`config.mk`:
```
export PLATFORM = sky130hd
export DESIGN_NAME = cpuTop
export DESIGN_NICKNAME = d
export VERILOG_FILES = /design/src/design/cpuPkg.sv /design/src/design/cpuCtrlIf.sv /design/src/design/cpuAlu.sv /design/src/design/cpuDatapath.sv /design/src/design/cpuController.sv /design/src/design/cpuTop.sv
export SDC_FILE = /design/constraint.sdc
export NUM_CORES = 1
export LEC_CHECK = 0
export BUFFER_PORTS_ARGS = -buffer_cell sky130_fd_sc_hd__buf_2
export CELL_PAD_IN_SITES_DETAIL_PLACEMENT = 0
export CELL_PAD_IN_SITES_GLOBAL_PLACEMENT = 1
export CORE_ASPECT_RATIO = 0.6
export CORE_MARGIN = 4
export CORE_UTILIZATION = 48
export CTS_CLUSTER_DIAMETER = 80
export CTS_CLUSTER_SIZE = 10
export DETAILED_ROUTE_END_ITERATION = 6
export PLACE_DENSITY_LB_ADDON = 0.1
export SYNTH_ARGS = -nofsm -noshare
export SYNTH_HDL_FRONTEND = slang
export SYNTH_SLANG_ARGS = --single-unit
```
`constraint.sdc`:
```
create_clock -name clk -period 6.23 [get_ports clk]
set_input_delay 1.5575 -clock clk [delete_from_list [all_inputs] [get_ports clk]]
set_output_delay 1.5575 -clock clk [all_outputs]
set_load 0.005 [all_outputs]
```
`src/design/cpuPkg.sv`:
```
package cpuPkg;

    localparam int AddrWidth = 6;
    localparam int DataWidth = 16;
    localparam int FieldWidth = 4;

    typedef logic [AddrWidth-1:0] addrT;
    typedef logic [DataWidth-1:0] wordT;
    typedef logic [2*DataWidth-1:0] instrT;   // First word high, immediate low

    typedef logic [FieldWidth-1:0] opcodeT;
    typedef logic [FieldWidth-1:0] fieldT;

    localparam opcodeT OpMov  = 4'd0;
    localparam opcodeT OpAdd  = 4'd1;
    localparam opcodeT OpSub  = 4'd2;
    localparam opcodeT OpMul  = 4'd3;
    localparam opcodeT OpIn   = 4'd7;
    localparam opcodeT OpOut  = 4'd8;
    localparam opcodeT OpStop = 4'd15;

    // Bit positions inside the first instruction word
    localparam int OpcodeLsb = 12;
    localparam int Op1Lsb = 8;
    localparam int Op2Lsb = 4;
    localparam int Op3Lsb = 0;
    localparam int ModeBit = 3;     // Indirect flag within a field

    localparam fieldT ImmField = 4'd8;    // MOV operand 3 marking the immediate form
    localparam addrT ResetPc = 6'd8;

    typedef enum logic [3:0] {
        Reset,
        Fetch0,
        Fetch1,
        Fetch2,
        Operand,
        Indirect,
        Execute,
        DestIndirect,
        WriteMem,
        Halt
    } cpuStateT;

    typedef enum logic [2:0] {MarPc, MarOp1, MarOp2, MarOp3, MarMem} marSelT;
    typedef enum logic [1:0] {AccMem, AccImm, AccIn, AccAlu} accSelT;
    typedef enum logic {MdrAcc, MdrAlu} mdrSelT;

endpackage

```
`src/design/cpuCtrlIf.sv`:
```
`timescale 1ns/100ps

interface cpuCtrlIf;

    logic ldPc;
    logic incPc;
    logic ldIrHigh;
    logic ldIrLow;
    logic ldMar;
    logic ldMdr;
    logic ldAcc;
    logic ldOut;

    cpuPkg::marSelT marSel;
    cpuPkg::accSelT accSel;
    cpuPkg::mdrSelT mdrSel;

    // Decoded instruction and PC back from the datapath
    cpuPkg::opcodeT opcode;
    cpuPkg::fieldT op1;
    cpuPkg::fieldT op2;
    cpuPkg::fieldT op3;
    cpuPkg::addrT pc;

    modport ctrl (
        output ldPc, incPc, ldIrHigh, ldIrLow, ldMar, ldMdr, ldAcc, ldOut,
        output marSel, accSel, mdrSel,
        input  opcode, op1, op2, op3
    );

    modport dp (
        input  ldPc, incPc, ldIrHigh, ldIrLow, ldMar, ldMdr, ldAcc, ldOut,
        input  marSel, accSel, mdrSel,
        output opcode, op1, op2, op3, pc
    );

endinterface

```
`src/design/cpuAlu.sv`:
```
`timescale 1ns/100ps

module cpuAlu (
    input  cpuPkg::opcodeT opcode,
    input  cpuPkg::wordT   a,
    input  cpuPkg::wordT   b,
    output cpuPkg::wordT   result
);

    always_comb begin
        case (opcode)
            cpuPkg::OpAdd: begin
                result = a + b;
            end
            cpuPkg::OpSub: begin
                result = a - b;
            end
            cpuPkg::OpMul: begin
                result = a * b;     // Low half of the product
            end
            default: begin
                // MOV uses this to forward the source word
                result = a;
            end
        endcase
    end

endmodule

```
`src/design/cpuDatapath.sv`:
```
`timescale 1ns/100ps

module cpuDatapath (
    input  logic         clk,
    input  logic         rst_n,
    cpuCtrlIf.dp         dp,
    input  cpuPkg::wordT memRData,
    input  cpuPkg::wordT inData,
    input  cpuPkg::wordT aluResult,
    output cpuPkg::wordT acc,
    output cpuPkg::addrT memAddr,
    output cpuPkg::wordT memWData,
    output cpuPkg::wordT out
);

    cpuPkg::addrT  pc;
    cpuPkg::instrT ir;
    cpuPkg::addrT  mar;
    cpuPkg::wordT  mdr;

    cpuPkg::wordT  irHigh;
    cpuPkg::addrT  marNext;
    cpuPkg::wordT  accNext;
    cpuPkg::wordT  mdrNext;

    // Decode sees the fetched word during its own load cycle
    assign irHigh = dp.ldIrHigh ? memRData : ir[cpuPkg::DataWidth +: cpuPkg::DataWidth];

    assign dp.opcode = irHigh[cpuPkg::OpcodeLsb +: cpuPkg::FieldWidth];
    assign dp.op1 = irHigh[cpuPkg::Op1Lsb +: cpuPkg::FieldWidth];
    assign dp.op2 = irHigh[cpuPkg::Op2Lsb +: cpuPkg::FieldWidth];
    assign dp.op3 = irHigh[cpuPkg::Op3Lsb +: cpuPkg::FieldWidth];
    assign dp.pc = pc;

    always_ff @(posedge clk or negedge rst_n) begin
        if (!rst_n) begin
            pc <= '0;
        end else if (dp.ldPc) begin
            pc <= cpuPkg::ResetPc;
        end else if (dp.incPc) begin
            pc <= pc + cpuPkg::addrT'(1);
        end
    end

    always_ff @(posedge clk) begin
        if (dp.ldIrHigh) begin
            ir[cpuPkg::DataWidth +: cpuPkg::DataWidth] <= memRData;
        end
        if (dp.ldIrLow) begin
            ir[0 +: cpuPkg::DataWidth] <= memRData;   // Immediate word
        end
    end

    always_comb begin
        case (dp.marSel)
            cpuPkg::MarPc: begin
                marNext = pc;
            end
            cpuPkg::MarOp1: begin
                marNext = cpuPkg::addrT'(dp.op1[cpuPkg::ModeBit-1:0]);
            end
            cpuPkg::MarOp2: begin
                marNext = cpuPkg::addrT'(dp.op2[cpuPkg::ModeBit-1:0]);
            end
            cpuPkg::MarOp3: begin
                marNext = cpuPkg::addrT'(dp.op3[cpuPkg::ModeBit-1:0]);
            end
            default: begin
                marNext = memRData[cpuPkg::AddrWidth-1:0];  // Pointer word
            end
        endcase
    end

    always_comb begin
        case (dp.accSel)
            cpuPkg::AccMem: accNext = memRData;
            cpuPkg::AccImm: accNext = ir[0 +: cpuPkg::DataWidth];
            cpuPkg::AccIn:  accNext = inData;
            default:        accNext = aluResult;
        endcase
    end

    // MDR and out follow the accumulator's new value, not its old one
    assign mdrNext = (dp.mdrSel == cpuPkg::MdrAlu) ? aluResult : accNext;

    always_ff @(posedge clk) begin
        if (dp.ldMar) begin
            mar <= marNext;
        end
        if (dp.ldMdr) begin
            mdr <= mdrNext;
        end
        if (dp.ldAcc) begin
            acc <= accNext;
        end
    end

    always_ff @(posedge clk or negedge rst_n) begin
        if (!rst_n) begin
            out <= '0;
        end else if (dp.ldOut) begin
            out <= accNext;
        end
    end

    assign memAddr = mar;
    assign memWData = mdr;

endmodule

```
`src/design/cpuController.sv`:
```
`timescale 1ns/100ps

module cpuController (
    input  logic   clk,
    input  logic   rst_n,
    cpuCtrlIf.ctrl ctrl,
    input  logic   control,
    output logic   memWe,
    output logic   halted
);

    cpuPkg::cpuStateT state;
    cpuPkg::cpuStateT stateNext;

    // Number of the operand field being fetched, 1 to 3
    logic [1:0] opIdx;
    logic [1:0] opIdxNext;

    cpuPkg::fieldT  curField;
    cpuPkg::marSelT opMarSel;
    logic           isArith;
    logic           isMovImm;
    logic           lastOp;
    logic           toDest;

    assign isArith = ctrl.opcode inside {cpuPkg::OpAdd, cpuPkg::OpSub, cpuPkg::OpMul};
    assign isMovImm = (ctrl.opcode == cpuPkg::OpMov) && (ctrl.op3 == cpuPkg::ImmField);

    // Arithmetic reads operand 3 first, so operand 2 meets the ALU straight from memory
    assign lastOp = (opIdx != 2'd3);

    always_comb begin
        case (opIdx)
            2'd1: begin
                curField = ctrl.op1;
                opMarSel = cpuPkg::MarOp1;
            end
            2'd2: begin
                curField = ctrl.op2;
                opMarSel = cpuPkg::MarOp2;
            end
            default: begin
                curField = ctrl.op3;
                opMarSel = cpuPkg::MarOp3;
            end
        endcase
    end

    assign ctrl.ldIrHigh = (state == cpuPkg::Fetch1);
    assign memWe = (state == cpuPkg::WriteMem);
    assign halted = (state == cpuPkg::Halt);

    always_comb begin
        stateNext = state;
        opIdxNext = opIdx;
        toDest = 1'b0;
        ctrl.ldPc = 1'b0;
        ctrl.incPc = 1'b0;
        ctrl.ldIrLow = 1'b0;
        ctrl.ldMar = 1'b0;
        ctrl.ldMdr = 1'b0;
        ctrl.ldAcc = 1'b0;
        ctrl.ldOut = 1'b0;
        ctrl.marSel = cpuPkg::MarPc;
        ctrl.accSel = cpuPkg::AccAlu;
        ctrl.mdrSel = cpuPkg::MdrAlu;

        case (state)
            cpuPkg::Reset: begin
                ctrl.ldPc = 1'b1;
                stateNext = cpuPkg::Fetch0;
            end
            cpuPkg::Fetch0: begin
                ctrl.ldMar = 1'b1;
                ctrl.incPc = 1'b1;
                stateNext = cpuPkg::Fetch1;
            end
            cpuPkg::Fetch1: begin
                case (ctrl.opcode)
                    cpuPkg::OpMov: begin
                        if (isMovImm) begin
                            ctrl.ldMar = 1'b1;  // Point at the second word
                            ctrl.incPc = 1'b1;
                            stateNext = cpuPkg::Fetch2;
                        end else begin
                            opIdxNext = 2'd2;
                            stateNext = cpuPkg::Operand;
                        end
                    end
                    cpuPkg::OpAdd, cpuPkg::OpSub, cpuPkg::OpMul: begin
                        opIdxNext = 2'd3;
                        stateNext = cpuPkg::Operand;
                    end
                    cpuPkg::OpOut: begin
                        opIdxNext = 2'd1;
                        stateNext = cpuPkg::Operand;
                    end
                    default: begin
                        stateNext = cpuPkg::Execute;
                    end
                endcase
            end
            cpuPkg::Fetch2: begin
                ctrl.ldIrLow = 1'b1;
                stateNext = cpuPkg::Execute;
            end
            cpuPkg::Operand: begin
                ctrl.marSel = opMarSel;
                ctrl.ldMar = 1'b1;
                if (isArith && opIdx == 2'd2) begin
                    ctrl.accSel = cpuPkg::AccMem;   // Operand 3 value
                    ctrl.ldAcc = 1'b1;
                end
                if (curField[cpuPkg::ModeBit]) begin
                    stateNext = cpuPkg::Indirect;
                end else if (lastOp) begin
                    stateNext = cpuPkg::Execute;
                end else begin
                    opIdxNext = 2'd2;
                end
            end
            cpuPkg::Indirect: begin
                ctrl.marSel = cpuPkg::MarMem;
                ctrl.ldMar = 1'b1;
                if (lastOp) begin
                    stateNext = cpuPkg::Execute;
                end else begin
                    opIdxNext = 2'd2;
                    stateNext = cpuPkg::Operand;
                end
            end
            cpuPkg::Execute: begin
                case (ctrl.opcode)
                    cpuPkg::OpMov: begin
                        ctrl.ldAcc = 1'b1;
                        ctrl.ldMdr = 1'b1;
                        toDest = 1'b1;
                        if (isMovImm) begin
                            ctrl.accSel = cpuPkg::AccImm;
                            ctrl.mdrSel = cpuPkg::MdrAcc;
                        end else begin
                            ctrl.accSel = cpuPkg::AccMem;
                            ctrl.mdrSel = cpuPkg::MdrAlu;   // ALU forwards the source
                        end
                    end
                    cpuPkg::OpAdd, cpuPkg::OpSub, cpuPkg::OpMul: begin
                        ctrl.accSel = cpuPkg::AccAlu;
                        ctrl.ldAcc = 1'b1;
                        ctrl.mdrSel = cpuPkg::MdrAlu;
                        ctrl.ldMdr = 1'b1;
                        toDest = 1'b1;
                    end
                    cpuPkg::OpIn: begin
                        // Hold here until control goes high
                        if (control) begin
                            ctrl.accSel = cpuPkg::AccIn;
                            ctrl.ldAcc = 1'b1;
                            ctrl.mdrSel = cpuPkg::MdrAcc;
                            ctrl.ldMdr = 1'b1;
                            toDest = 1'b1;
                        end
                    end
                    cpuPkg::OpOut: begin
                        ctrl.accSel = cpuPkg::AccMem;
                        ctrl.ldAcc = 1'b1;
                        ctrl.ldOut = 1'b1;
                        stateNext = cpuPkg::Fetch0;
                    end
                    cpuPkg::OpStop: begin
                        stateNext = cpuPkg::Halt;
                    end
                    default: begin
                        stateNext = cpuPkg::Fetch0;     // Unused opcode, no-op
                    end
                endcase

                if (toDest) begin
                    ctrl.marSel = cpuPkg::MarOp1;
                    ctrl.ldMar = 1'b1;
                    if (ctrl.op1[cpuPkg::ModeBit]) begin
                        stateNext = cpuPkg::DestIndirect;
                    end else begin
                        stateNext = cpuPkg::WriteMem;
                    end
                end
            end
            cpuPkg::DestIndirect: begin
                ctrl.marSel = cpuPkg::MarMem;
                ctrl.ldMar = 1'b1;
                stateNext = cpuPkg::WriteMem;
            end
            cpuPkg::WriteMem: begin
                stateNext = cpuPkg::Fetch0;
            end
            cpuPkg::Halt: begin
                stateNext = cpuPkg::Halt;
            end
            default: begin
                stateNext = cpuPkg::Reset;
            end
        endcase
    end

    always_ff @(posedge clk or negedge rst_n) begin
        if (!rst_n) begin
            state <= cpuPkg::Reset;
            opIdx <= '0;
        end else begin
            state <= stateNext;
            opIdx <= opIdxNext;
        end
    end

endmodule

```
`src/design/cpuTop.sv`:
```
`timescale 1ns/100ps

module cpuTop (
    input  logic         clk,
    input  logic         rst_n,
    input  cpuPkg::wordT memRData,
    input  cpuPkg::wordT inData,
    input  logic         control,
    output cpuPkg::addrT memAddr,
    output cpuPkg::wordT memWData,
    output logic         memWe,
    output cpuPkg::wordT out,
    output cpuPkg::addrT pc,
    output logic         halted
);

    cpuCtrlIf ctrlIf ();

    cpuPkg::wordT acc;
    cpuPkg::wordT aluResult;

    cpuController controller_i (
        .clk     (clk),
        .rst_n   (rst_n),
        .ctrl    (ctrlIf.ctrl),
        .control (control),
        .memWe   (memWe),
        .halted  (halted)
    );

    cpuDatapath datapath_i (
        .clk       (clk),
        .rst_n     (rst_n),
        .dp        (ctrlIf.dp),
        .memRData  (memRData),
        .inData    (inData),
        .aluResult (aluResult),
        .acc       (acc),
        .memAddr   (memAddr),
        .memWData  (memWData),
        .out       (out)
    );

    // Operand 2 comes straight from memory, operand 3 waits in the accumulator
    cpuAlu alu_i (
        .opcode (ctrlIf.opcode),
        .a      (memRData),
        .b      (acc),
        .result (aluResult)
    );

    assign pc = ctrlIf.pc;

endmodule

```
After elaboration in Yosys (flattened, before gate mapping)
Index checks and enable logic that the tools add are counted.
{"block": "word_totals", "elab_cells": 111, "input_bits": 35, "out_inout_bits": 46, "register_bits": 98}
{"block": "op_classes", "eq_ne": 29, "add_sub_neg": 3, "multipliers": 1, "n_mux": 50, "n_reduce_logical": 19}
{"operator": "$pmux 16 s3", "count": 2}
{"operator": "$pmux 4 s9", "count": 1}
{"operator": "$mux 16", "count": 2}
{"operator": "$pmux 6 s4", "count": 1}
{"operator": "$eq 4x3->1 const B", "count": 5}
{"operator": "$eq 4x4->1 const B", "count": 5}
{"operator": "$pmux 2 s3", "count": 3}
{"operator": "$mux 1", "count": 17}
{"operator": "$add 16x16->16", "count": 1}
{"operator": "$eq 4x2->1 const B", "count": 4}
{"operator": "$mul 16x16->16", "count": 1}
{"operator": "$mux 4", "count": 4}
{"operator": "$pmux 4 s2", "count": 2}
{"operator": "$sub 16x16->16", "count": 1}
{"operator": "$mux 6", "count": 2}
{"operator": "$reduce_or 4->1", "count": 3}
{"operator": "$mux 2", "count": 5}
{"operator": "$pmux 1 s2", "count": 5}
{"operator": "$reduce_or 5->1", "count": 2}
{"operator": "$pmux 3 s3", "count": 1}
{"operator": "$eq 4x1->1 const B", "count": 2}
{"operator": "$logic_not 4->1", "count": 2}
{"operator": "$pmux 2 s2", "count": 2}
{"operator": "$add 6x1->6 const B", "count": 1}
{"operator": "21 further kinds", "count": 28}

Logic depth before layout (Yosys ltp)
Gate-level depths: netlist of the first run.
{"block": "depth", "depth_word": 10, "ltp_mapped": 22, "mapped_depth_nobuf": 21}

Hierarchy
A second synthesis of the first run with hierarchy kept.
{"block": "unflattened", "cells_unflattened": 1000, "hier_area_um2": 9975.8}
{"module": "cpuAlu", "n_inst": 1, "area_each_um2": 5333.9, "cells_per_inst": 675}
{"module": "cpuDatapath", "n_inst": 1, "area_each_um2": 3793.6, "cells_per_inst": 211}
{"module": "cpuController", "n_inst": 1, "area_each_um2": 848.3, "cells_per_inst": 114}

Least setup slack after synthesis of the first run
No wires, ideal clock.
{"block": "synth_timing", "path_type": "input port to flip-flop", "from": "input port memRData[13]", "to": "register datapath_i.mdr[15] (netlist: datapath_i.memWData[15]), data pin", "path_stages": 19, "arrival_ns": 6.319, "slack_ns": -0.356, "path_buffers": 1, "cell_sequence": "buf_1 -> and2_1 -> fa_1 -> inv_1 -> fa_1 -> inv_1 -> fa_1 -> fa_1 -> inv_1 -> fa_1 -> fa_1 -> xor2_1 -> xnor2_1 -> xnor2_1 -> xnor2_1 -> xnor3_1 -> xnor2_1 -> a22oi_1 -> nand3_1"}
{"block": "synth_between", "elab_chain_len": 9, "word_cells_on_any_way": 26, "classes_between": "add/sub: 2; mul: 1; eq/ne: 7; mux: 11; reduce/logical: 5"}
{"item": "start, declared", "line_no": "cpuTop.sv:6", "source": "input cpuPkg::wordT memRData,"}
{"item": "branches (longest 8 deep; another with $mul 16x16->16)"}
{"item": "$mux 16 (*)", "line_no": "cpuDatapath.sv:84", "source": "assign mdrNext = (dp.mdrSel == cpuPkg::MdrAlu) ? aluResult : accNext;"}
{"item": "net datapath_i.mdrNext[15]", "line_no": "cpuDatapath.sv:24", "source": "cpuPkg::wordT mdrNext;"}
{"item": "end signal, assigned", "line_no": "cpuDatapath.sv:91", "source": "mdr <= mdrNext;"}
{"item": "end, declared", "line_no": "cpuDatapath.sv:19", "source": "cpuPkg::wordT mdr;"}
Mark *: on every way through the listed nets, which the timed path passes.
A chain may end at the register's enable or synchronous reset.

Worst setup path in the final report of the first run
{"block": "layout_timing", "from": "input port memRData[7]", "to": "register datapath_i.acc[12], data pin"}
{"block": "layout_between", "elab_chain_len": 3, "word_cells_on_any_way": 5, "classes_between": "add/sub: 2; mul: 1; mux: 2"}
{"item": "$mul 16x16->16, or another cell as far along", "line_no": "cpuAlu.sv:19", "source": "result = a * b;"}
{"item": "$pmux 16 s3 (*)", "line_no": "cpuAlu.sv:11", "source": "case (opcode)"}
{"item": "$pmux 16 s3 (*)", "line_no": "cpuDatapath.sv:75", "source": "case (dp.accSel)"}
{"item": "net datapath_i.accNext[12]", "line_no": "cpuDatapath.sv:23", "source": "cpuPkg::wordT accNext;"}
{"item": "end signal, assigned", "line_no": "cpuDatapath.sv:94", "source": "acc <= accNext;"}
{"item": "end, declared", "line_no": "cpuDatapath.sv:10", "source": "output cpuPkg::wordT acc,"}
The timed path passes the listed nets; every way through them passes the cells marked *.

==> run summary, run 1 <==
The overall routed net length is 33.9 mm, and the horizontal die dimension is 195 um. The count of buffers inserted at the top-level ports is 80, and the number of nets with antenna violations after detailed routing is 0. The tools report the count of endpoints failing hold in the final timing report as 0.

Sorting the synthesized cells by area gives the leading types as sky130_fd_sc_hd__edfxtp_1, sky130_fd_sc_hd__fa_1, sky130_fd_sc_hd__ha_1, sky130_fd_sc_hd__dfrtp_1, sky130_fd_sc_hd__nand2_1. For this run the aggregate overflow at the end of global routing stands at 0. Clock-pin slew was measured on the worst setup and hold paths at 0.07 ns. Highest fanout seen on the critical path: 8. The logs give 0 for the number of pins exceeding their max-slew limit in the final report and 83 for the post-synthesis cell type count.

Clock tree synthesis found a total of 98 sinks. Timing would allow up to 159 MHz. The origin of the worst min-delay path is datapath_i.ir[22].

The Yosys step of the flow raised 0 warnings. The number of cells on the worst reg-to-reg path is 17, and the area fraction of the dominant cell type after synthesis is 16.1%. Area of all placed cells without fillers: 12200 um^2. The logs give 0.39 ns for the slack of the worst reg-to-reg path and 19.8% for the tightest slew margin relative to the limit. The run finished, with violations left. The number of buffers created by CTS was 9.

Clock latency on the worst-skew pair, taken at its later pin, is 0.34 ns. The tools report the critical path startpoint category as an input port. Maximum number of buffers from clock root to sink: 2. Initial antenna violation count: 0. Counting instances, the worst hold path has a depth of 2. In the final routed layout, each cell accounts on average for 22.4 um. The row count is 40.

The checks that failed: negative setup slack. Global routing consumed, over all layers together, 28.7% of the routing resources. The tools report the number of buffers inserted by hold repair at cts as 0.

The most used flip-flop cell after synthesis is sky130_fd_sc_hd__edfxtp_1. Counting every net in the synthesized netlist gives 1287. The fraction of layout cells with a size suffix above 1 was 25.3%. Count of flip-flops with a built-in enable after synthesis: 54.

Area of the mapped netlist: 10100 um^2. STA classifies the critical path endpoint as a flop. The synthesized design contains 98 register bits.

The final weighted congestion in routability-driven placement was 0.923; the mean cell area of the mapped netlist was 9.15 um^2. For the post-route worst setup slack, the log shows -0.0709 ns. The run gives 11300 um^2 as the cell area after placement. The logs give 6.28 ns for the required time at the endpoint of the critical path and 81 for the number of placed I/O pins. Dividing the final minimum period by the clock period gives 101%.

The total area inside the core boundary comes to 20300 um^2. The sequential share of the synthesized area came out at 26.3%. The H-tree was split into 3 levels.

The tools report the post-detailed-placement half-perimeter wirelength as 26.8 mm. The async set or reset register ratio after synthesis came out at 28.6%. The tool flagged a number of max-cap violations equal to 0. The worst-margin pin slew was 1.19 ns. The root cell of the clock tree is sky130_fd_sc_hd__clkbuf_16. Synthesis produced a netlist whose cell count is 1100.

The layout-stage area growth over the synthesis result is 21.2%, and the die area is 23400 um^2. The antenna cell count was 0. TritonCTS built the clock tree. The largest net degree at the start of global routing was 33. Category of the most critical setup path: in2reg.

At the end of the flow, the number of nets in the layout was 1423. The clock arrives with 0.00668 ns of skew. The height of the die is 120 um, and the count of unresolved DRC violations after routing is 0. In this run the critical register-to-register path is captured at datapath_i.acc[12].

The tools report the final setup violation count as 4. The time the worst path needs with I/O delays and setup works out to 6.30 ns. At the worst endpoint, the arrival time is 6.35 ns.

The endpoint with the worst hold slack was datapath_i.ir[22]. The first global-routing pass estimated 51.4 mm of wire. Setup repair after global routing could not meet its margin everywhere. The detailed router placed 8662 vias in this run. In this run the critical register-to-register path is launched from datapath_i.acc[2]. Cells fill 60.0% of the core in the end. The worst hold path belongs to the class reg2reg. The final total negative setup slack was -0.162 ns. The detailed router finished its first iteration with 1193 violations.

The initial utilization of the core area, before any placement, comes to 49.5%. The routed via count divided by cell count is 5.72, and the number of detailed-routing iterations run before antenna repair is 5. sky130_fd_sc_hd__edfxtp_1 takes more of the synthesized area than any other cell. The number of global-route vias before repair came out at 8376.
[critical path, stage by stage]
cell and delay (ns):
sky130_fd_sc_hd__buf_12 0.12, sky130_fd_sc_hd__and2_4 0.15, sky130_fd_sc_hd__fa_1 0.52, sky130_fd_sc_hd__inv_1 0.05, sky130_fd_sc_hd__fa_1 0.50, sky130_fd_sc_hd__fa_1 0.44, sky130_fd_sc_hd__fa_1 0.50, sky130_fd_sc_hd__inv_1 0.05
sky130_fd_sc_hd__fa_1 0.48, sky130_fd_sc_hd__inv_1 0.06, sky130_fd_sc_hd__fa_1 0.49, sky130_fd_sc_hd__inv_2 0.05, sky130_fd_sc_hd__ha_4 0.24, sky130_fd_sc_hd__buf_6 0.12, sky130_fd_sc_hd__a41oi_4 0.22, sky130_fd_sc_hd__nand2b_1 0.10
sky130_fd_sc_hd__xor2_1 0.16, sky130_fd_sc_hd__a222oi_1 0.40, sky130_fd_sc_hd__a21oi_1 0.14
[synth_stat cells (4+ instances only)]
master and instances:
sky130_fd_sc_hd__dfxtp_1 16, sky130_fd_sc_hd__a21o_1 7, sky130_fd_sc_hd__clkbuf_1 38, sky130_fd_sc_hd__nor3_1 22, sky130_fd_sc_hd__o221ai_1 7, sky130_fd_sc_hd__buf_1 6, sky130_fd_sc_hd__a31oi_1 4, sky130_fd_sc_hd__a22oi_1 13
sky130_fd_sc_hd__nand3_1 8, sky130_fd_sc_hd__mux2i_1 24, sky130_fd_sc_hd__or3_1 8, sky130_fd_sc_hd__o21ai_0 34, sky130_fd_sc_hd__a211oi_1 5, sky130_fd_sc_hd__nor4_1 4, sky130_fd_sc_hd__nor2_1 65, sky130_fd_sc_hd__xor2_1 17
sky130_fd_sc_hd__inv_1 137, sky130_fd_sc_hd__nor2b_1 5, sky130_fd_sc_hd__a221o_1 5, sky130_fd_sc_hd__nand4_1 6, sky130_fd_sc_hd__buf_2 8, sky130_fd_sc_hd__and2_1 60, sky130_fd_sc_hd__o211ai_1 6, sky130_fd_sc_hd__o21ai_1 4
sky130_fd_sc_hd__nand4b_1 4, sky130_fd_sc_hd__a21oi_1 51, sky130_fd_sc_hd__buf_6 4, sky130_fd_sc_hd__nand2b_1 8, sky130_fd_sc_hd__fa_1 81, sky130_fd_sc_hd__o31ai_1 4, sky130_fd_sc_hd__dfrtp_1 28, sky130_fd_sc_hd__nand2_1 140
sky130_fd_sc_hd__o21a_1 12, sky130_fd_sc_hd__edfxtp_1 54, sky130_fd_sc_hd__mux2_2 15, sky130_fd_sc_hd__o221a_2 4, sky130_fd_sc_hd__xnor2_1 49, sky130_fd_sc_hd__ha_1 71
[layer usage]
| layer | global-route usage (%) | vias up | share of wire (%) |
|---|---|---|---|
| met2 | 38.2 | 473 | 38 |
| met4 | 2.70 | 0 | 0.59 |
| met5 | 0 | - | 0 |
| met3 | 9.51 | 16 | 13 |
| met1 | 46.2 | 4194 | 48 |
| li1 | - | 3979 | - |
[layout by cell type (no fill, tap or decap), types with 13 or more instances in the layout]
master | netlist | final
sky130_fd_sc_hd__nand2_1 | 140 | 131
sky130_fd_sc_hd__inv_1 | 137 | 125
sky130_fd_sc_hd__buf_4 | 1 | 93
sky130_fd_sc_hd__fa_1 | 81 | 75
sky130_fd_sc_hd__buf_2 | 8 | 68
sky130_fd_sc_hd__nor2_1 | 65 | 60
sky130_fd_sc_hd__ha_1 | 71 | 55
sky130_fd_sc_hd__edfxtp_1 | 54 | 54
sky130_fd_sc_hd__a21oi_1 | 51 | 49
sky130_fd_sc_hd__xnor2_1 | 49 | 48
sky130_fd_sc_hd__and2_1 | 60 | 45
sky130_fd_sc_hd__o21ai_0 | 34 | 32
sky130_fd_sc_hd__dfrtp_1 | 28 | 28
sky130_fd_sc_hd__mux2i_1 | 24 | 24
sky130_fd_sc_hd__nor3_1 | 22 | 19
sky130_fd_sc_hd__xor2_1 | 17 | 17
sky130_fd_sc_hd__dfxtp_1 | 16 | 16
sky130_fd_sc_hd__and2_4 | 0 | 15
sky130_fd_sc_hd__ha_4 | 0 | 14
sky130_fd_sc_hd__inv_2 | 1 | 13
sky130_fd_sc_hd__mux2_2 | 15 | 13
sky130_fd_sc_hd__buf_6 | 4 | 13
[through the flow]
step	cells	setup slack (ns)	hold slack (ns)
after global routing	1514	-0.162	0.469
after detailed placement	1481	-0.637	0.435
final	1514	-0.0709	0.456
after floorplan	1100	-0.0311	0.415
after CTS	1502	-0.000511	0.452
after global placement	1481	-0.602	0.432
[timing repair]
action | in CTS | in global routing
cloned | 0 | 1
setup buffers | 5 | 12
setup endpoints to repair | 16 | 17
pin swaps | 31 | 43
resized for setup | 40 | 68
hold endpoints to repair | 0 | 0
[cell families after synthesis]
| logic type | synth area share, % |
|---|---|
| buffers and inverters | 7.76 |
| adder cells (fa/ha/maj) | 24.9 |
| AO/OA/AOI/OAI | 13.7 |
| flip-flops | 26.3 |
| multiplexers | 4.62 |
| AND/OR/NAND/NOR | 16.8 |
| XOR/XNOR | 5.97 |
[registers in the layout (all words and copies together), names as in the netlist]
| name | flops |
|---|---|
| datapath_i.ir | 32 |
| datapath_i.acc | 16 |
| datapath_i.memWData | 16 |
| datapath_i.out | 16 |
| datapath_i.dp.pc | 6 |
| datapath_i.memAddr | 6 |
| controller_i.state | 4 |
| controller_i.opIdx | 2 |
[worst max path at each step]
| stage | slack, ns | end | start | depth (start not counted) |
|---|---|---|---|---|
| after detailed placement | -0.64 | datapath_i.acc[15] | memRData[4] | 19 |
| after CTS | -0.0005 | datapath_i.acc[15] | memRData[5] | 19 |
| after floorplan | -0.03 | datapath_i.memWData[12] | memRData[7] | 20 |
| after global routing | -0.16 | datapath_i.memWData[12] | memRData[7] | 20 |
| final | -0.07 | datapath_i.acc[12] | memRData[7] | 19 |
| after global placement | -0.60 | datapath_i.acc[14] | memRData[8] | 21 |
[layout make-up]
type,count,area [um^2]
timing repair buffer,183,1350
clock buffer,10,239
tap,273,342
clock inverter,6,83.8
sequential,98,2640
fill,1842,8130
multi-input combinational,806,7020
inverter,138,518
Power of run 1 is not shown: default switching activity piles up to over one toggle a cycle in this logic, so the estimate is an artifact.
==> run 2: changes to the inputs <==
Settings changed: ABC_CLOCK_PERIOD_IN_PS set to 6230, CELL_PAD_IN_SITES_DETAIL_PLACEMENT 0 to not set, CELL_PAD_IN_SITES_GLOBAL_PLACEMENT 1 to not set, CORE_UTILIZATION 48 to 55, PLACE_DENSITY set to 0.74, PLACE_DENSITY_LB_ADDON 0.1 to not set.
==> run 2 against run 1 <==
Against the previous run: wire length is 1.8% lower; clock skew is 0.0030 ns higher; sequential share of layout area increased by 0.71 points; setup slack lost 0.033 ns; non-clock buffer count fell by 19; critical path type unchanged; critical path depth rose by 2; via count rose by 3.6%; the run still ends with negative setup slack left; final area fell by 3.2%.
==> run summary, run 2 (synthesis gave the netlist of run 1 again) <==
For the area of all placed cells without fillers, the log shows 11800 um^2 (was 12200 um^2). The fraction of layout cells with a size suffix above 1 was 22.2% (was 25.3%); the arrival time at the worst endpoint was 6.41 ns (was 6.35 ns). Highest-delay cell along the critical path: sky130_fd_sc_hd__fa_1 (unchanged). The total clock sinks is 98 (unchanged), and the overall routed net length is 33.3 mm (was 33.9 mm). The post-route worst setup slack is -0.104 ns (was -0.0709 ns), and the initial core utilization is 57.4% (was 49.5%). The run gives 26.2 mm (was 26.8 mm) as the post-detailed-placement half-perimeter wirelength. The horizontal die dimension was 183 um (was 195 um); the largest net degree at the start of global routing was 33 (unchanged). The tools report the global-route wire length before repair as 50.3 mm (was 51.4 mm).

The number of cells on the worst hold path works out to 2 (unchanged). The origin of the worst min-delay path was datapath_i.ir[21] (was datapath_i.ir[22]). The highest cell delay on the worst timing path is 0.54 ns (was 0.52 ns), and the routed wire length per instance is 22.9 um (was 22.4 um). The final critical-path share of the clock period is 102% (was 101%).

Row count: 37 (was 40). The tools report the root cell of the clock tree as sky130_fd_sc_hd__clkbuf_16 (unchanged). Commonest non-fill, non-tap cell in the layout: sky130_fd_sc_hd__nand2_1 (unchanged). The library cell appearing most often on the critical path was sky130_fd_sc_hd__fa_1 (unchanged). The clock-pin slew of the registers on the worst-case setup and hold paths is 0.07 ns (about the same). The tools report the setup slack after placement as -0.636 ns (was -0.637 ns).

The layout-stage area growth over the synthesis result is 17.3% (was 21.2%). The run finished, with violations left. Setup repair after global routing could not meet its margin everywhere.

The slack of the worst reg-to-reg path was 0.28 ns (was 0.39 ns). The number of buffers inserted by hold repair at cts is 0 (unchanged). Failing checks: negative setup slack (unchanged). The most flop-heavy register is datapath_i.ir (unchanged). The number of nets in the final layout is 1404 (was 1423).

TritonCTS built the clock tree. The total track usage is 32.0% (was 28.7%). The number of buffers created by CTS came out at 9 (unchanged). The worst-margin pin slew is 1.13 ns (was 1.19 ns), and the number of flip-flops under the largest register name is 32 (unchanged).

The run gives 7 (was 4) as the final setup violation count. Routed via count divided by cell count: 6.17 (was 5.72). Antenna cell count: 0 (unchanged). Startpoint of the worst register-to-register path: datapath_i.acc[2] (unchanged). The cell area after placement is 11200 um^2 (was 11300 um^2). The run gives 6 (was 5) as the number of detailed-routing iterations run before antenna repair. The path category of the worst min-delay check is reg2reg (unchanged). The logs give 0 (unchanged) for the residual overflow from global routing and 8522 (was 8376) for the number of global-route vias before repair. The tools report the clock tree skew after final layout as 0.00972 ns (was 0.00668 ns). For the required time at the endpoint of the critical path, the log shows 6.30 ns (was 6.28 ns). The maximum number of buffers from clock root to sink is 2 (unchanged). Most frequent cells in the layout: sky130_fd_sc_hd__nand2_1, sky130_fd_sc_hd__inv_1, sky130_fd_sc_hd__buf_4 (unchanged). Count of buffers inserted at the top-level ports: 80 (unchanged). The number of cells on the worst reg-to-reg path came out at 19 (was 17). The highest fanout seen on the critical path came out at 8 (unchanged).

The instance count after placement with tap cells included was 1435 (was 1481). Time the worst path needs with I/O delays and setup: 6.33 ns (was 6.30 ns). The maximum clock frequency is 158 MHz (was 159 MHz), and the die area is 20600 um^2 (was 23400 um^2). For the non-filler instance count after layout, the log shows 1456 (was 1514). The sum of buffers and inverters on the critical path was 6 (unchanged). The logs give 1.09 (was 0.923) for the final weighted congestion in routability-driven placement and 0 (unchanged) for the count of unresolved DRC violations after routing.

The run gives 17500 um^2 (was 20300 um^2) as the core area. For the vias after detailed routing, the log shows 8978 (was 8662). The number of placed I/O pins is 81 (unchanged). The initial antenna violation count was 0 (unchanged). The kind of capture point of the worst setup path was a flop (unchanged). The run gives 0 (unchanged) as the number of nets with antenna violations after detailed routing.

Cell Chain, Critical Path: buf_12 > and2_4 > fa_1 > inv_2 > fa_1 > fa_1 > fa_1 > inv_1 > fa_1 > inv_1 > fa_1 > inv_2 > ha_4 > nand3_2 > nand2_2 > a41oi_2 > nand2b_1 > xor2_2 > a222oi_1 > buf_4 > a21oi_1 (was buf_12 > and2_4 > fa_1 > inv_1 > fa_1 > fa_1 > fa_1 > inv_1 > fa_1 > inv_1 > fa_1 > inv_2 > ha_4 > buf_6 > a41oi_4 > nand2b_1 > xor2_1 > a222oi_1 > a21oi_1). Number of inserted filler cells in the final layout: 1392 (was 1842). For the H-tree depth reported by CTS, the log shows 3 (unchanged). Count of endpoints failing hold in the final timing report: 0 (unchanged).

The endpoint of the most critical register-to-register path is datapath_i.acc[12] (unchanged). The later-pin clock latency in the skew report is 0.35 ns (was 0.34 ns). The tools report the number of max-capacitance violations reported as 0 (unchanged). For the number of pins exceeding their max-slew limit in the final report, the log shows 0 (unchanged).

Largest delay contributor family on the critical path: adder cells (unchanged). The category of the most critical setup path was in2reg (unchanged). The tools report the starting DRC count in detailed routing as 1369 (was 1193). The endpoint with the worst hold slack was datapath_i.ir[21] (was datapath_i.ir[22]). The height of the die came out at 113 um (was 120 um).

The tightest slew margin relative to the limit was 24.2% (was 19.8%). The critical path startpoint category was an input port (unchanged).
## run 2: timing repair
item | 4_1_cts | 5_1_grt
pin swaps | 18 | 19
cloned | 0 | 0
gates resized for setup | 30 | 38
endpoints found under the hold margin | 0 | 0
buffers inserted | 1 | 5
endpoints found under the setup margin | 14 | 16
## run 2: routing by layer
layer / vias to the layer above / GRT usage [%] / wire, um
li1: 3944 / - / -
met1: 4291 / 48.4 / 14400
met2: 680 / 41.9 / 12700
met3: 63 / 14.7 / 5580
met4: 0 / 6.10 / 641
met5: - / 0 / 0
## run 2: worst max-delay path by stage
stage,from,endpoint,depth (start not counted)
finish,memRData[7],datapath_i.acc[12],21
detailed placement,memRData[7],datapath_i.memWData[15],19
global route,memRData[7],datapath_i.memWData[12],21
CTS,memRData[7],datapath_i.memWData[12],21
global placement,memRData[7],datapath_i.memWData[15],19
floorplan,memRData[7],datapath_i.memWData[12],20
## run 2: layout make-up
class,count,area [um^2],share of cell area [%]
Multi-Input combinational cell,806,6940,58.8
Sequential cell,98,2640,22.4
Timing Repair Buffer,164,1120,9.46
Inverter,138,518,4.39
Tap cell,234,293,2.48
Clock buffer,12,256,2.17
Clock inverter,4,33.8,0.286
## run 2: worst min-delay path, stage by stage, from the launching register on
cell and delay [ns]:
sky130_fd_sc_hd__dfxtp_1 0.30, sky130_fd_sc_hd__nand2_1 0.04, sky130_fd_sc_hd__nand2_1 0.06
## run 2: metrics by stage
step	utilization, %	hold slack (ns)	setup TNS (ns)
after CTS	66.1	0.451	-0.0921
after floorplan	-	0.415	-0.0998
after global routing	67.3	0.490	-1.93
final	67.3	0.454	-0.414
after global placement	63.8	0.425	-6.52
after detailed placement	63.8	0.435	-7.82
Power of run 2 is left out for the same reason.
==> run 3: changes to the inputs <==
Settings changed: CORE_UTILIZATION 55 to 45, GPL_ROUTABILITY_DRIVEN set to 1, PLACE_DENSITY 0.74 to not set.
==> run 3 against run 2 <==
Against the previous run: the flow now finishes without violations; final area is 2.4% higher; die area is 21% higher; first-iteration DRC count is 11% lower; critical endpoint is now datapath_i.memWData[14]; largest cell class unchanged.
==> run summary, run 3 (synthesis gave the netlist of run 1 again) <==
The flow ran to the end, and the final reports show no timing, DRC or antenna violations. The largest net degree at the start of global routing is 33 (unchanged). The slack of the worst reg-to-reg path was 0.43 ns (was 0.28 ns). Maximum clock frequency: 162 MHz (was 158 MHz).

The number of max-capacitance violations reported is 0 (unchanged). The tools report the required time at the endpoint of the critical path as 6.31 ns (was 6.30 ns). The number of cells on the worst reg-to-reg path was 19 (unchanged).

The vias after detailed routing is 8797 (was 8978). The layout-stage area growth over the synthesis result is 20.1% (was 17.3%), and the height of the die is 124 um (was 113 um). The run gives 0.35 ns (about the same) as the later-pin clock latency in the skew report. TritonCTS built the clock tree. Most frequent cells in the layout: sky130_fd_sc_hd__nand2_1, sky130_fd_sc_hd__inv_1, sky130_fd_sc_hd__buf_4 (unchanged). The run gives 2032 (was 1392) as the number of inserted filler cells in the final layout.

The highest fanout seen on the critical path is 6 (was 8). The logs give 54.9% (was 67.3%) for the core occupancy in the finished layout and 9 (unchanged) for the number of buffers created by CTS. The routed via count divided by cell count came out at 5.77 (was 6.17). The most flop-heavy register is datapath_i.ir (unchanged). For the number of detailed-routing iterations run before antenna repair, the log shows 5 (was 6). The total clock sinks is 98 (unchanged). The routed wire length per instance is 23.0 um (was 22.9 um), and the H-tree depth reported by CTS is 3 (unchanged).

The die area was 24900 um^2 (was 20600 um^2). For the tightest slew margin relative to the limit, the log shows 6.03% (was 24.2%). Worst setup path startpoint: memRData[7] (unchanged). The final weighted congestion in routability-driven placement was 0.971 (was 1.09). The residual overflow from global routing came out at 0 (unchanged).

The clock tree skew after final layout is 0.0102 ns (was 0.00972 ns), and the global-route wire length before repair is 51.6 mm (was 50.3 mm). The time the worst path needs with I/O delays and setup came out at 6.18 ns (was 6.33 ns). The endpoint of the most critical register-to-register path is datapath_i.acc[15] (was datapath_i.acc[12]). Path category of the worst min-delay check: reg2reg (unchanged). The arrival time at the worst endpoint came out at 6.27 ns (was 6.41 ns). The root cell of the clock tree is sky130_fd_sc_hd__clkbuf_16 (unchanged). Kind of capture point of the worst setup path: a flop (unchanged). The multi-input gate area in the final layout was 6930 um^2 (was 6940 um^2); the instance count after placement with tap cells included was 1500 (was 1435). The count of buffers inserted at the top-level ports works out to 80 (unchanged). Number of placed I/O pins: 81 (unchanged). The tools report the worst slack on hold paths as 0.457 ns (was 0.454 ns).

Setup repair after global routing could not meet its margin everywhere. Worst-margin pin slew: 1.40 ns (was 1.13 ns). The tools report the endpoint with the worst hold slack as datapath_i.ir[22] (was datapath_i.ir[21]). The critical path startpoint category was an input port (unchanged).

The number of pins exceeding their max-slew limit in the final report is 0 (unchanged), and the core area is 22000 um^2 (was 17500 um^2). The number of nets in the final layout is 1420 (was 1404). The commonest non-fill, non-tap cell in the layout is sky130_fd_sc_hd__nand2_1 (unchanged). For the number of global-route vias before repair, the log shows 8368 (was 8522).

The horizontal die dimension was 201 um (was 183 um). The count of endpoints failing hold in the final timing report came out at 0 (unchanged). The startpoint of the worst register-to-register path is datapath_i.acc[1] (was datapath_i.acc[2]).

The number of cells on the worst hold path came out at 2 (unchanged). Origin of the worst min-delay path: datapath_i.ir[22] (was datapath_i.ir[21]). The final critical-path share of the clock period was 99.2% (was 102%); the number of nets with antenna violations after detailed routing was 0 (unchanged). The antenna cell count came out at 0 (unchanged).

The category of the most critical setup path was in2reg (unchanged). The logs give 28.0 mm (was 26.2 mm) for the post-detailed-placement half-perimeter wirelength and 1 (was 0) for the initial antenna violation count. Overall routed net length: 35.1 mm (was 33.3 mm).

The final setup violation count was 0 (was 7). The footprint of the flip-flops and latches is 2640 um^2 (unchanged), and the count of unresolved DRC violations after routing is 0 (unchanged). Maximum number of buffers from clock root to sink: 2 (unchanged). The initial core utilization is 45.7% (was 57.4%), and the starting DRC count in detailed routing is 1224 (was 1369). The fraction of layout cells with a size suffix above 1 is 24.6% (was 22.2%), and the non-filler instance count after layout is 1524 (was 1456). The total track usage is 27.5% (was 32.0%). The tools report the row count as 42 (was 37). The number of flip-flops under the largest register name works out to 32 (unchanged). The clock-pin slew of the registers on the worst-case setup and hold paths works out to 0.08 ns (was 0.07 ns).
## run 3: worst max path at each step
stage / to / slack (ns) / cells after the start
final: datapath_i.memWData[14] / 0.05 / 22
after global routing: datapath_i.memWData[12] / -0.15 / 20
after CTS: datapath_i.out[10] / 0.004 / 19
after detailed placement: datapath_i.acc[15] / -0.64 / 18
after global placement: datapath_i.memWData[15] / -0.53 / 18
after floorplan: datapath_i.memWData[12] / -0.03 / 20
## run 3: per-stage QoR
stage	instance area (um^2)	setup WS [ns]	setup TNS [ns]
floorplan	10200	-0.0311	-0.0998
global placement	11400	-0.529	-6.16
global route	12100	-0.147	-0.781
detailed placement	11400	-0.643	-7.71
CTS	11700	0.00402	0
finish	12100	0.0475	0
## run 3: worst max-delay path, cell delays in order
cell and delay, ns:
sky130_fd_sc_hd__buf_12 0.11, sky130_fd_sc_hd__and2_4 0.15, sky130_fd_sc_hd__fa_1 0.53, sky130_fd_sc_hd__inv_1 0.05, sky130_fd_sc_hd__fa_1 0.51, sky130_fd_sc_hd__fa_2 0.45
sky130_fd_sc_hd__fa_1 0.49, sky130_fd_sc_hd__inv_1 0.05, sky130_fd_sc_hd__fa_1 0.48, sky130_fd_sc_hd__inv_1 0.05, sky130_fd_sc_hd__fa_1 0.49, sky130_fd_sc_hd__inv_2 0.05
sky130_fd_sc_hd__ha_4 0.32, sky130_fd_sc_hd__nand3_2 0.08, sky130_fd_sc_hd__nand2_2 0.07, sky130_fd_sc_hd__a41oi_2 0.04, sky130_fd_sc_hd__buf_4 0.16, sky130_fd_sc_hd__a21oi_2 0.12
sky130_fd_sc_hd__xnor2_1 0.14, sky130_fd_sc_hd__o221ai_1 0.13, sky130_fd_sc_hd__o21ai_1 0.14, sky130_fd_sc_hd__mux2i_1 0.10
## run 3: what timing repair did
action / in CTS / in global routing
hold buffers: 0 / 0
resized for setup: 17 / 83
cloned: 0 / 2
endpoints found under the setup margin: 12 / 15
pin swaps: 13 / 41
buffers inserted: 1 / 7
## run 3: metal layers
metal	part of all wire [%]	GRT usage, %
met5	0	0
met4	1.4	2.79
met3	13	9.89
met2	37	35.7
met1	48	44.2
## run 3: layout make-up
| class | count | area share, % |
|---|---|---|
| Tap cell | 286 | 2.96 |
| Timing Repair Buffer | 180 | 11.1 |
| Inverter | 138 | 4.28 |
| Sequential cell | 98 | 21.9 |
| Clock buffer | 10 | 2.07 |
| Clock inverter | 6 | 0.435 |
| Multi-Input combinational cell | 806 | 57.3 |
Power of run 3 is left out for the same reason.
